--- config.mk ---
export PLATFORM = sky130hd
export DESIGN_NAME = fetch_top
export DESIGN_NICKNAME = d
export VERILOG_FILES = /design/src/hw/rv_isa_pkg.sv /design/src/hw/fetch_pkg.sv /design/src/hw/next_pc_predict.sv /design/src/hw/fetch_ctrl.sv /design/src/hw/commit_pc_track.sv /design/src/hw/fetch_top.sv
export SDC_FILE = /design/constraint.sdc
export NUM_CORES = 1
export LEC_CHECK = 0
export ABC_CLOCK_PERIOD_IN_PS = 6300
export BUFFER_PORTS_ARGS = -buffer_cell sky130_fd_sc_hd__buf_2
export CORE_ASPECT_RATIO = 1.25
export CORE_MARGIN = 8
export CORE_UTILIZATION = 51
export CTS_CLUSTER_SIZE = 20
export DETAILED_ROUTE_END_ITERATION = 10
export GPL_TIMING_DRIVEN = 0
export PLACE_DENSITY = 0.79
export SLEW_MARGIN = 20
export SYNTH_ARGS = -nofsm -noshare
export SYNTH_HDL_FRONTEND = slang
export SYNTH_SLANG_ARGS = --single-unit
--- constraint.sdc ---
create_clock -name clk -period 6.3 [get_ports clk]
set_input_delay 0 -clock clk [delete_from_list [all_inputs] [get_ports clk]]
set_output_delay 0 -clock clk [all_outputs]
set_load 0.03 [all_outputs]
--- src/hw/rv_isa_pkg.sv ---
`default_nettype none

package rv_isa_pkg;

    typedef logic [31:0] inst_t;  // one fetched word.
    typedef logic [15:0] cinst_t; // compressed half.

    // major opcodes, bits [6:0] of a 32-bit instruction.
    typedef enum logic [6:0] {
        op_load   = 7'b0000011,
        op_imm    = 7'b0010011,
        op_auipc  = 7'b0010111,
        op_store  = 7'b0100011,
        op_reg    = 7'b0110011,
        op_lui    = 7'b0110111,
        op_branch = 7'b1100011,
        op_jalr   = 7'b1100111,
        op_jal    = 7'b1101111,
        op_system = 7'b1110011
    } opcode_e;

    // low two bits, 2'b11 marks a full-width instruction.
    typedef enum logic [1:0] {
        c_q0  = 2'b00,
        c_q1  = 2'b01,
        c_q2  = 2'b10,
        c_q32 = 2'b11
    } c_quad_e;

    // funct3 [15:13] of the compressed jumps.
    typedef enum logic [2:0] {
        c_jal = 3'b001, // quadrant 1, rv32 only.
        c_jr  = 3'b100, // quadrant 2, also c.jalr.
        c_j   = 3'b101  // quadrant 1.
    } c_funct3_e;

endpackage

`default_nettype wire

--- src/hw/fetch_pkg.sv ---
`default_nettype none

package fetch_pkg;

    typedef logic [31:0] addr_t; // byte address.

    typedef enum logic [1:0] {
        st_idle      = 2'd0,
        st_wait_mem  = 2'd1,
        st_wait_jalr = 2'd2
    } fetch_state_e;

    // retire_pc value meaning advance by the head length.
    localparam addr_t retire_seq = 32'hffff_ffff;

endpackage

`default_nettype wire

--- src/hw/next_pc_predict.sv ---
`timescale 1ns/1ps
`default_nettype none

module next_pc_predict (
    input  wire rv_isa_pkg::inst_t word,
    input  wire fetch_pkg::addr_t  pc,
    output logic                   is32,
    output fetch_pkg::addr_t       next_pc,
    output logic                   stop
);
    import rv_isa_pkg::*;
    import fetch_pkg::*;

    cinst_t    cw;
    opcode_e   op;
    c_quad_e   quad;
    c_funct3_e cf3;
    addr_t     j_imm;
    addr_t     cj_imm;
    addr_t     seq_pc;
    logic      c_jump;
    logic      c_indirect;

    assign cw   = word[15:0];
    assign op   = opcode_e'(word[6:0]);
    assign quad = c_quad_e'(word[1:0]);
    assign cf3  = c_funct3_e'(cw[15:13]);

    assign is32   = (quad == c_q32);
    assign seq_pc = is32 ? pc + 32'd4 : pc + 32'd2;

    // j-type, imm[20|10:1|11|19:12].
    assign j_imm = {
        {11{word[31]}},
        word[31],
        word[19:12],
        word[20],
        word[30:21],
        1'b0
    };

    // cj-type, imm[11|4|9:8|10|6|7|3:1|5].
    assign cj_imm = {
        {20{cw[12]}},
        cw[12],
        cw[8],
        cw[10:9],
        cw[6],
        cw[7],
        cw[2],
        cw[11],
        cw[5:3],
        1'b0
    };

    assign c_jump = (quad == c_q1) && ((cf3 == c_j) || (cf3 == c_jal));

    // c.jr and c.jalr need rs1 set and rs2 clear.
    assign c_indirect = (quad == c_q2) && (cf3 == c_jr) &&
                        (cw[6:2] == 5'd0) && (cw[11:7] != 5'd0);

    always_comb begin
        next_pc = seq_pc;
        stop    = 1'b0;
        if (is32) begin
            case (op)
                op_jal: begin
                    next_pc = pc + j_imm;
                end
                op_jalr: begin
                    stop = 1'b1; // target comes from the core.
                end
                default: begin
                    next_pc = seq_pc; // branches predicted not taken.
                end
            endcase
        end else if (c_jump) begin
            next_pc = pc + cj_imm;
        end else if (c_indirect) begin
            stop = 1'b1;
        end
    end

endmodule

`default_nettype wire

--- src/hw/fetch_ctrl.sv ---
`timescale 1ns/1ps
`default_nettype none

module fetch_ctrl #(
    parameter fetch_pkg::addr_t start_pc = 32'h0000_0000
) (
    input  wire                    clk,
    input  wire                    rst,
    input  wire rv_isa_pkg::inst_t mem_data,
    input  wire                    mem_valid,
    input  wire                    branch_taken,
    input  wire fetch_pkg::addr_t  branch_pc,
    input  wire                    jalr_valid,
    input  wire fetch_pkg::addr_t  jalr_addr,
    input  wire                    lsb_full,
    input  wire                    iq_full,
    input  wire                    len_full,
    output logic                   mem_req,
    output fetch_pkg::addr_t       mem_addr,
    output logic                   inst_valid,
    output rv_isa_pkg::inst_t      inst,
    output fetch_pkg::addr_t       inst_pc,
    output logic                   inst_is32,
    output logic                   flush
);
    import fetch_pkg::*;

    fetch_state_e state;
    addr_t        pred_pc;
    logic         stale;
    logic         issue;
    logic         deliver;
    logic         keep_wait;
    logic         pred_is32;
    logic         pred_stop;
    addr_t        pred_next;

    assign issue = (state == st_idle) && !branch_taken &&
                   !lsb_full && !iq_full && !len_full;

    assign deliver = (state == st_wait_mem) && mem_valid && !stale && !branch_taken;

    // redirect while a response is still out.
    assign keep_wait = (state == st_wait_mem) && !mem_valid;

    next_pc_predict u_predict (
        .word    (mem_data),
        .pc      (pred_pc),
        .is32    (pred_is32),
        .next_pc (pred_next),
        .stop    (pred_stop)
    );

    always_ff @(posedge clk) begin
        if (rst) begin
            state      <= st_idle;
            pred_pc    <= start_pc;
            stale      <= 1'b0;
            mem_req    <= 1'b0;
            inst_valid <= 1'b0;
            flush      <= 1'b0;
        end else begin
            mem_req    <= issue;
            inst_valid <= deliver;
            flush      <= branch_taken;
            if (branch_taken) begin
                pred_pc <= branch_pc; // wins over jalr_valid.
                stale   <= keep_wait;
                state   <= keep_wait ? st_wait_mem : st_idle;
            end else begin
                case (state)
                    st_idle: begin
                        if (issue) begin
                            state <= st_wait_mem;
                        end
                    end
                    st_wait_mem: begin
                        if (mem_valid) begin
                            stale <= 1'b0;
                            if (stale) begin
                                state <= st_idle; // old path, dropped.
                            end else begin
                                pred_pc <= pred_next;
                                state   <= pred_stop ? st_wait_jalr : st_idle;
                            end
                        end
                    end
                    st_wait_jalr: begin
                        if (jalr_valid) begin
                            pred_pc <= jalr_addr;
                            state   <= st_idle;
                        end
                    end
                    default: begin
                        state <= st_idle;
                    end
                endcase
            end
        end
    end

    always_ff @(posedge clk) begin
        if (issue) begin
            mem_addr <= pred_pc;
        end
        if (deliver) begin
            inst      <= mem_data;
            inst_pc   <= pred_pc; // still the request address.
            inst_is32 <= pred_is32;
        end
    end

endmodule

`default_nettype wire

--- src/hw/commit_pc_track.sv ---
`timescale 1ns/1ps
`default_nettype none

module commit_pc_track #(
    parameter fetch_pkg::addr_t start_pc  = 32'h0000_0000,
    parameter int               len_depth = 32
) (
    input  wire                   clk,
    input  wire                   rst,
    input  wire                   push,
    input  wire                   push_is32,
    input  wire                   retire,
    input  wire fetch_pkg::addr_t retire_pc,
    input  wire fetch_pkg::addr_t flush_pc,
    input  wire                   flush,
    output fetch_pkg::addr_t      commit_pc,
    output logic                  len_full
);
    import fetch_pkg::*;

    localparam int ptr_w = $clog2(len_depth);

    // one slot stays free for the word still in flight.
    localparam logic [ptr_w:0] full_lvl = (ptr_w + 1)'(len_depth - 1);

    logic             len_q [len_depth]; // 1 for 32-bit.
    logic [ptr_w-1:0] head;
    logic [ptr_w-1:0] tail;
    logic [ptr_w:0]   count;
    logic             pop;
    addr_t            head_len;

    assign pop      = retire && (count != '0);
    assign head_len = len_q[head] ? 32'd4 : 32'd2;
    assign len_full = (count >= full_lvl);

    always_ff @(posedge clk) begin
        if (rst) begin
            head      <= '0;
            tail      <= '0;
            count     <= '0;
            commit_pc <= start_pc;
        end else if (flush) begin
            head      <= '0;
            tail      <= '0;
            count     <= '0;
            commit_pc <= flush_pc;
        end else begin
            if (push) begin
                tail <= tail + 1'b1;
            end
            if (pop) begin
                head <= head + 1'b1;
            end
            case ({push, pop})
                2'b10:   count <= count + 1'b1;
                2'b01:   count <= count - 1'b1;
                default: count <= count;
            endcase
            if (retire) begin
                if (retire_pc == retire_seq) begin
                    commit_pc <= commit_pc + head_len;
                end else begin
                    commit_pc <= retire_pc; // taken control flow.
                end
            end
        end
    end

    always_ff @(posedge clk) begin
        if (push) begin
            len_q[tail] <= push_is32;
        end
    end

endmodule

`default_nettype wire

--- src/hw/fetch_top.sv ---
`timescale 1ns/1ps
`default_nettype none

module fetch_top #(
    parameter fetch_pkg::addr_t start_pc  = 32'h0000_0000,
    parameter int               len_depth = 32
) (
    input  wire                    clk,
    input  wire                    rst,
    input  wire rv_isa_pkg::inst_t mem_data,
    input  wire                    mem_valid,
    input  wire                    branch_taken,
    input  wire fetch_pkg::addr_t  branch_pc,
    input  wire                    jalr_valid,
    input  wire fetch_pkg::addr_t  jalr_addr,
    input  wire                    retire,
    input  wire fetch_pkg::addr_t  retire_pc,
    input  wire                    lsb_full,
    input  wire                    iq_full,
    output wire                    mem_req,
    output wire fetch_pkg::addr_t  mem_addr,
    output wire                    inst_valid,
    output wire rv_isa_pkg::inst_t inst,
    output wire fetch_pkg::addr_t  inst_pc,
    output wire fetch_pkg::addr_t  commit_pc,
    output wire                    flush
);

    logic inst_is32;
    logic len_full;

    fetch_ctrl #(
        .start_pc (start_pc)
    ) u_fetch_ctrl (
        .clk          (clk),
        .rst          (rst),
        .mem_data     (mem_data),
        .mem_valid    (mem_valid),
        .branch_taken (branch_taken),
        .branch_pc    (branch_pc),
        .jalr_valid   (jalr_valid),
        .jalr_addr    (jalr_addr),
        .lsb_full     (lsb_full),
        .iq_full      (iq_full),
        .len_full     (len_full),
        .mem_req      (mem_req),
        .mem_addr     (mem_addr),
        .inst_valid   (inst_valid),
        .inst         (inst),
        .inst_pc      (inst_pc),
        .inst_is32    (inst_is32),
        .flush        (flush)
    );

    // redirect goes straight in so commit_pc settles with flush.
    commit_pc_track #(
        .start_pc  (start_pc),
        .len_depth (len_depth)
    ) u_commit_pc_track (
        .clk       (clk),
        .rst       (rst),
        .push      (inst_valid),
        .push_is32 (inst_is32),
        .retire    (retire),
        .retire_pc (retire_pc),
        .flush_pc  (branch_pc),
        .flush     (branch_taken),
        .commit_pc (commit_pc),
        .len_full  (len_full)
    );

endmodule

`default_nettype wire

# After elaboration in Yosys (flattened, before gate mapping)

Memory sizes are Yosys's and may differ from the RTL's. A register that Yosys moved wholly into a read port is not among the register bits.
Index checks and enable logic that the tools add are counted.

Add/subtract/negate cells: 9
Magnitude comparators: 1
Multiplexer cells: 33
Eq/ne operators: 17
Reduce and logical (&&, ||, !) cells: 33

Operators by type and width:

| operator                | number |
|---|---|
| $mux W32                | 11 |
| $add A32 B32 Y32        | 3 |
| $pmux W32 S2            | 1 |
| $add A32 B2 Y32 const B | 1 |
| $add A32 B3 Y32 const B | 1 |
| $eq A32 B32 Y1 const B  | 1 |
| $eq A7 B7 Y1 const B    | 2 |
| $logic_and A1 B1 Y1     | 13 |
| $mux W2                 | 6 |
| $pmux W6 S2             | 1 |
| $add A5 B1 Y5 const B   | 2 |
| $mux W1                 | 10 |
| $mux W5                 | 2 |
| $ne A3 B3 Y1 const B    | 3 |
| $eq A2 B2 Y1 const B    | 4 |
| $reduce_bool A2 Y1      | 4 |
| $add A6 B1 Y6 const B   | 1 |
| $eq A2 B1 Y1 const B    | 3 |
| $eq A3 B3 Y1 const B    | 2 |
| $ge A6 B5 Y1 const B    | 1 |
| $logic_not A1 Y1        | 6 |
| $pmux W2 S3             | 1 |
| $reduce_bool A6 Y1      | 1 |
| $sub A6 B1 Y6 const B   | 1 |
| 12 further kinds        | 12 |

Logic and storage cells: 108
Bits in registers: 183
Memories kept: 1
Input port bits: 136
Memory bits (writable): 32

Memory list:

| memory                  | depth | width | read ports | clocked after Yosys merged registers in | wr ports | RTL line              | source |
|---|---|---|---|---|---|---|---|
| u_commit_pc_track.len_q | 32    | 1     | 1          | 1                                       | 1        | commit_pc_track.sv:26 | `logic len_q [len_depth];` |

# Logic depth before layout (Yosys ltp)

Word-level depth: 12
Mapped depth: 15
Gate-level depth less buffers: 13

# Modules after synthesis

From an unflattened synthesis, not the netlist that was laid out.

Cell total of the unflattened synthesis: 1510
Area total of the unflattened synthesis: 14670.3 µm²

By module, submodules not included:

| module          | area an instance (µm²) | cells an instance | times used |
|---|---|---|---|
| fetch_ctrl      | 5267.6                 | 353               | 1 |
| commit_pc_track | 4834.6                 | 509               | 1 |
| next_pc_predict | 4568.1                 | 648               | 1 |

# Worst setup path after synthesis

OpenSTA, ideal clock, no wires.

Path kind: register to register
Start point: register u_fetch_ctrl.state[0]
End point: register u_fetch_ctrl.pred_pc[13]
Arrival time: 6236 ps
Stages on the path, launching flop included: 8
Slack: -70 ps
Library setup time: 134 ps
Required time: 6166 ps
Cells stage by stage: dfxtp_1 > clkbuf_1 > nand3b_1 > nor3_1 > o21ai_0 > a21oi_1 > a21boi_0 > nor4_1

Cells in the longest elaborated chain, start to end: 3
Elaborated cells on any way between the ends: 9
Those cells by class: eq/ne: 5; mux: 2; reduce/logical: 2

RTL lines:

| item                                                           | RTL line         | source |
|---|---|---|
| start, declared                                                | fetch_ctrl.sv:28 | `fetch_state_e state;` |
| start signal, assigned                                         | fetch_ctrl.sv:56 | `state <= st_idle;` |
| start signal, assigned                                         | fetch_ctrl.sv:69 | `state <= keep_wait ? st_wait_mem : st_idle;` |
| start signal, assigned                                         | fetch_ctrl.sv:74 | `state <= st_wait_mem;` |
| $eq A2 B1 Y1 or $eq A2 B2 Y1 (tied branches)                   | fetch_ctrl.sv:71 | `case (state)` |
| $ne A3 B3 Y1 (no source line), or another cell as far along    | -                |  |
| $reduce_and A4 Y1 (no source line) or $mux W32 (tied branches) | -                |  |
| end signal, assigned                                           | fetch_ctrl.sv:67 | `pred_pc <= branch_pc;` |
| end signal, assigned                                           | fetch_ctrl.sv:83 | `pred_pc <= pred_next;` |
| end signal, assigned                                           | fetch_ctrl.sv:90 | `pred_pc <= jalr_addr;` |
| end, declared                                                  | fetch_ctrl.sv:29 | `addr_t pred_pc;` |

Parallel ways exist; a longest one is shown, timed or not.
A chain may end at the register's enable or synchronous reset.

==> reports/results.txt <==
Status -> complete, no violations
Hold Crit Class -> in2reg
Skew-Pair Late Insertion Delay -> 0.55 ns
Total Routing Usage GR -> 31.4%
Setup TNS -> 0 ns
Avg Inst Size Synth -> 9.36 µm²
Max clock buf depth -> 3
Clock Power Share -> 36.1%
Sinks on Clock Net -> 220
Yosys reg bits -> 220
Core Region -> 26800 µm²
Post-synthesis mux area share -> 2.49%
Worst-margin pin slew -> 0.948 ns
First-pass DRT Iterations -> 6
Worst-path cell chain -> clkbuf_1 -> mux4_2 -> mux4_2 -> mux2i_1 -> ha_1 -> fa_1 -> nand2_1 -> or3_1 -> clkbuf_1 -> nor3_2 -> nand2_1 -> nor2_1 -> xor2_1 -> o211ai_1 -> a21oi_1 -> dlygate4sd3_1
Area fraction in compound gates after synthesis -> 22.9%
Total setup buffers inserted after CTS -> 0
F_max -> 184 MHz
Crit path arrival time -> 5.92 ns
# nets final -> 2138
Total Routed Length -> 53600 µm
Clock transition at the registers of the reported paths -> 0.07 ns
Number of DRC markers in iteration 0 -> 1569
Slew HR -> 36.8%
Die area -> 32900 µm²
Hold slack final -> 0.0268 ns
Max_cap viols -> 0
TritonCTS Buffers -> 23
Switching Share -> 31.5%
Pin count of the biggest net entering global routing -> 33
Unrepaired setup endpoints after global routing -> false
CP endpoint kind -> flip-flop
Most frequent cell after synthesis -> nor2_1
Worst EP required -> 6.79 ns
Input/output buffers -> 266
Post-route cell area -> 18000 µm²
Combinational power share -> 22.5%
Final Max Tran Viols -> 0
CTS Root Cell -> clkbuf_16
Share of the yosys chip area belonging to registers -> 40.9%
CP max FO -> 8
Dpl hpwl -> 38600 µm
Mapped Cells -> 1490
Post-route ant nets -> 0
Initial antenna violation count -> 2
Post-synth EDFFs -> 129
DRC errors left -> 0
Vias in the first global route -> 14600
Area Growth Syn to Fin -> 29.0%
Crit start category -> flip-flop
GP Congestion -> 0.983
Synth top area cells -> edfxtp_1 28%, dfxtp_1 13%, ha_1 6.6%
Ys flop type -> edfxtp_1
Flop pwr share -> 41.4%
Bufs and invs on worst path -> 3
R2R depth -> 16
Kind of critical path -> reg2reg
Worst R2R End -> u_commit_pc_track.commit_pc[31]
Power density cells -> 222 nW/µm²
Largest family of logic cells by synthesized area -> compound AO/OA/AOI/OAI gates
Post-Synth Adder-Cell Area -> 7.13%
Congestion Overflow GR -> 0
P_leak -> 0.00718 µW
Post-synth net total -> 1703
Layout fillers -> 2134
# rows -> 67
Mapped Area -> 13900 µm²
Die Y -> 201 µm
Peak VDD IR -> 0.000202 V
Vias per inst -> 6.38
Crit path depth -> 16
Sw Pwr -> 1260 µW
CP top delay family -> multiplexers
Yosys cell types -> 88
Starting Density -> 52.0%
Internal -> 2730 µW
Routed vias -> 14600
Setup ws final -> 0.873 ns
Final Hold Viols -> 0
Asr flop ratio synth -> 0%
Htree depth -> 1
Worst setup endpoint -> u_commit_pc_track.commit_pc[31]
Synth Area in XOR/XNOR -> 6.60%
Synth warn -> 0
Post-Synth Simple-Gate Area -> 16.8%
Yosys top cell area share -> 27.8%
Area post-placement -> 15800 µm²
Pre-CTS worst setup slack -> 1.70 ns
Worst Skew -> 0.0112 ns
IO Count -> 267
Reg2reg setup slack -> 0.87 ns
First-pass GRT wire length -> 81500 µm
Fin crit period -> 5.43 ns
TritonCTS clock tree -> done
CP peak stage delay -> 0.71 ns
Critical path's slowest cell -> mux4_2
Cell taking the most area after synthesis -> edfxtp_1
Final period utilization -> 86.1%
Die W -> 164 µm
Endpoints failing setup -> 0
WL/cell -> 23.4 µm
Layout cell share with drive strength beyond 1 -> 19.2%
Synth top cells by count -> 157 x nor2_1, 130 x nand2_1, 129 x edfxtp_1, 117 x a21oi_1, 91 x dfxtp_1
==> per-layer routing <==
layer  GRT usage (%)  vias to the layer above  wire length, µm
met2            53.6                      965            25900
met3            6.32                      256             5320
met1            35.9                     6871            19100
li1                -                     6503                -
met5               0                        -               10
met4            17.5                        2             3320
==> kinds of logic (layout without fill, tap and decap cells) <==
| kind of cell | count (synthesis) | count (layout) |
|---|---|---|
| flops | 220 | 220 |
| other cells | 0 | 2 |
| xor+xnor | 105 | 105 |
| fa+ha+maj | 77 | 77 |
| compound gates | 466 | 466 |
| mux | 22 | 22 |
| simple gates | 487 | 487 |
| buf+inv | 113 | 565 |
==> worst min-delay path, stage by stage <==
cell,delay [ns]
buf_2,0.11
nor2_1,0.09
a211oi_1,0.05
a211oi_1,0.19
a211oi_1,0.07
==> worst min-delay path by stage <==
stage / startpoint / endpoint / slack, ns / cells after the start
4_1_cts: branch_pc[17] / u_fetch_ctrl.pred_pc[17] / 0.003 / 3
3_5_place_dp: mem_data[19] / u_fetch_ctrl.inst[19] / 0.20 / 1
5_1_grt: branch_pc[17] / u_fetch_ctrl.pred_pc[17] / 0.03 / 3
2_1_floorplan: mem_data[0] / u_fetch_ctrl.inst[0] / 0.1 / 0
6_report: jalr_addr[2] / u_fetch_ctrl.pred_pc[2] / 0.03 / 5
3_3_place_gp: mem_data[27] / u_fetch_ctrl.inst[27] / 0.20 / 1
==> power groups by stage <==
stage / Clock [µW] / Sequential [µW] / Combinational (µW)
2_1_floorplan: 0 / 1710 / 481
3_3_place_gp: 0 / 1680 / 772
3_5_place_dp: 0 / 1680 / 787
4_1_cts: 1440 / 1650 / 869
5_1_grt: 1490 / 1650 / 963
6_report: 1440 / 1650 / 898
==> layout make-up <==
class | count | area, µm² | share of cell area, %
diodes | 2 | 5.00 | 0.0278
flip-flops and latches | 220 | 5700 | 31.7
repair buffers | 410 | 2820 | 15.7
clock buffers | 23 | 576 | 3.20
multi-input cells | 1157 | 7810 | 43.4
inverters | 34 | 128 | 0.710
clock inverters | 19 | 203 | 1.13
well taps | 345 | 432 | 2.40
plain buffers | 79 | 322 | 1.79
==> state kept, by name, summed over array words and instances, names as in the netlist, 2 cells and up, named ones only <==
name,cells
u_commit_pc_track.len_q,32
u_commit_pc_track.count,6
u_commit_pc_track.tail,5
u_commit_pc_track.head,5
u_fetch_ctrl.state,2
u_fetch_ctrl.inst_pc,32
u_fetch_ctrl.inst,32
u_fetch_ctrl.pred_pc,32
u_fetch_ctrl.mem_addr,32
u_commit_pc_track.commit_pc,32
==> repair_timing <==
| item | 4_1_cts | 5_1_grt |
|---|---|---|
| gates resized for setup | 0 | 0 |
| endpoints found under the setup margin | 0 | 0 |
| hold endpoints to repair | 95 | 0 |
| hold buffers | 139 | 0 |
==> cells in the final DEF (no fill, tap or decap), types with 17 or more instances in the layout <==
cell	count
nor2_1	157
xnor2_1	54
a22oi_1	22
a21oi_1	117
ha_1	73
clkbuf_16	23
o21ai_0	75
o211ai_1	45
a21o_1	36
a31oi_1	17
nand2_1	130
a211oi_1	28
clkbuf_1	54
dfxtp_1	91
edfxtp_1	129
inv_1	32
nor3_1	29
nand4_1	31
nand3_1	42
dlygate4sd3_1	139
buf_2	280
xor2_1	51
==> metrics by stage <==
| step | utilization (%) | power [µW] | cells |
|---|---|---|---|
| 6_report | 67.0 | 3990 | 2289 |
| 5_1_grt | 67.0 | 4110 | 2288 |
| 4_1_cts | 67.0 | 3950 | 2287 |
| 3_5_place_dp | 58.9 | 2460 | 2106 |
| 3_3_place_gp | 58.6 | 2450 | 2101 |
| 2_1_floorplan | - | 2190 | 1490 |
Note: power is estimated with default switching activity, not from simulation.
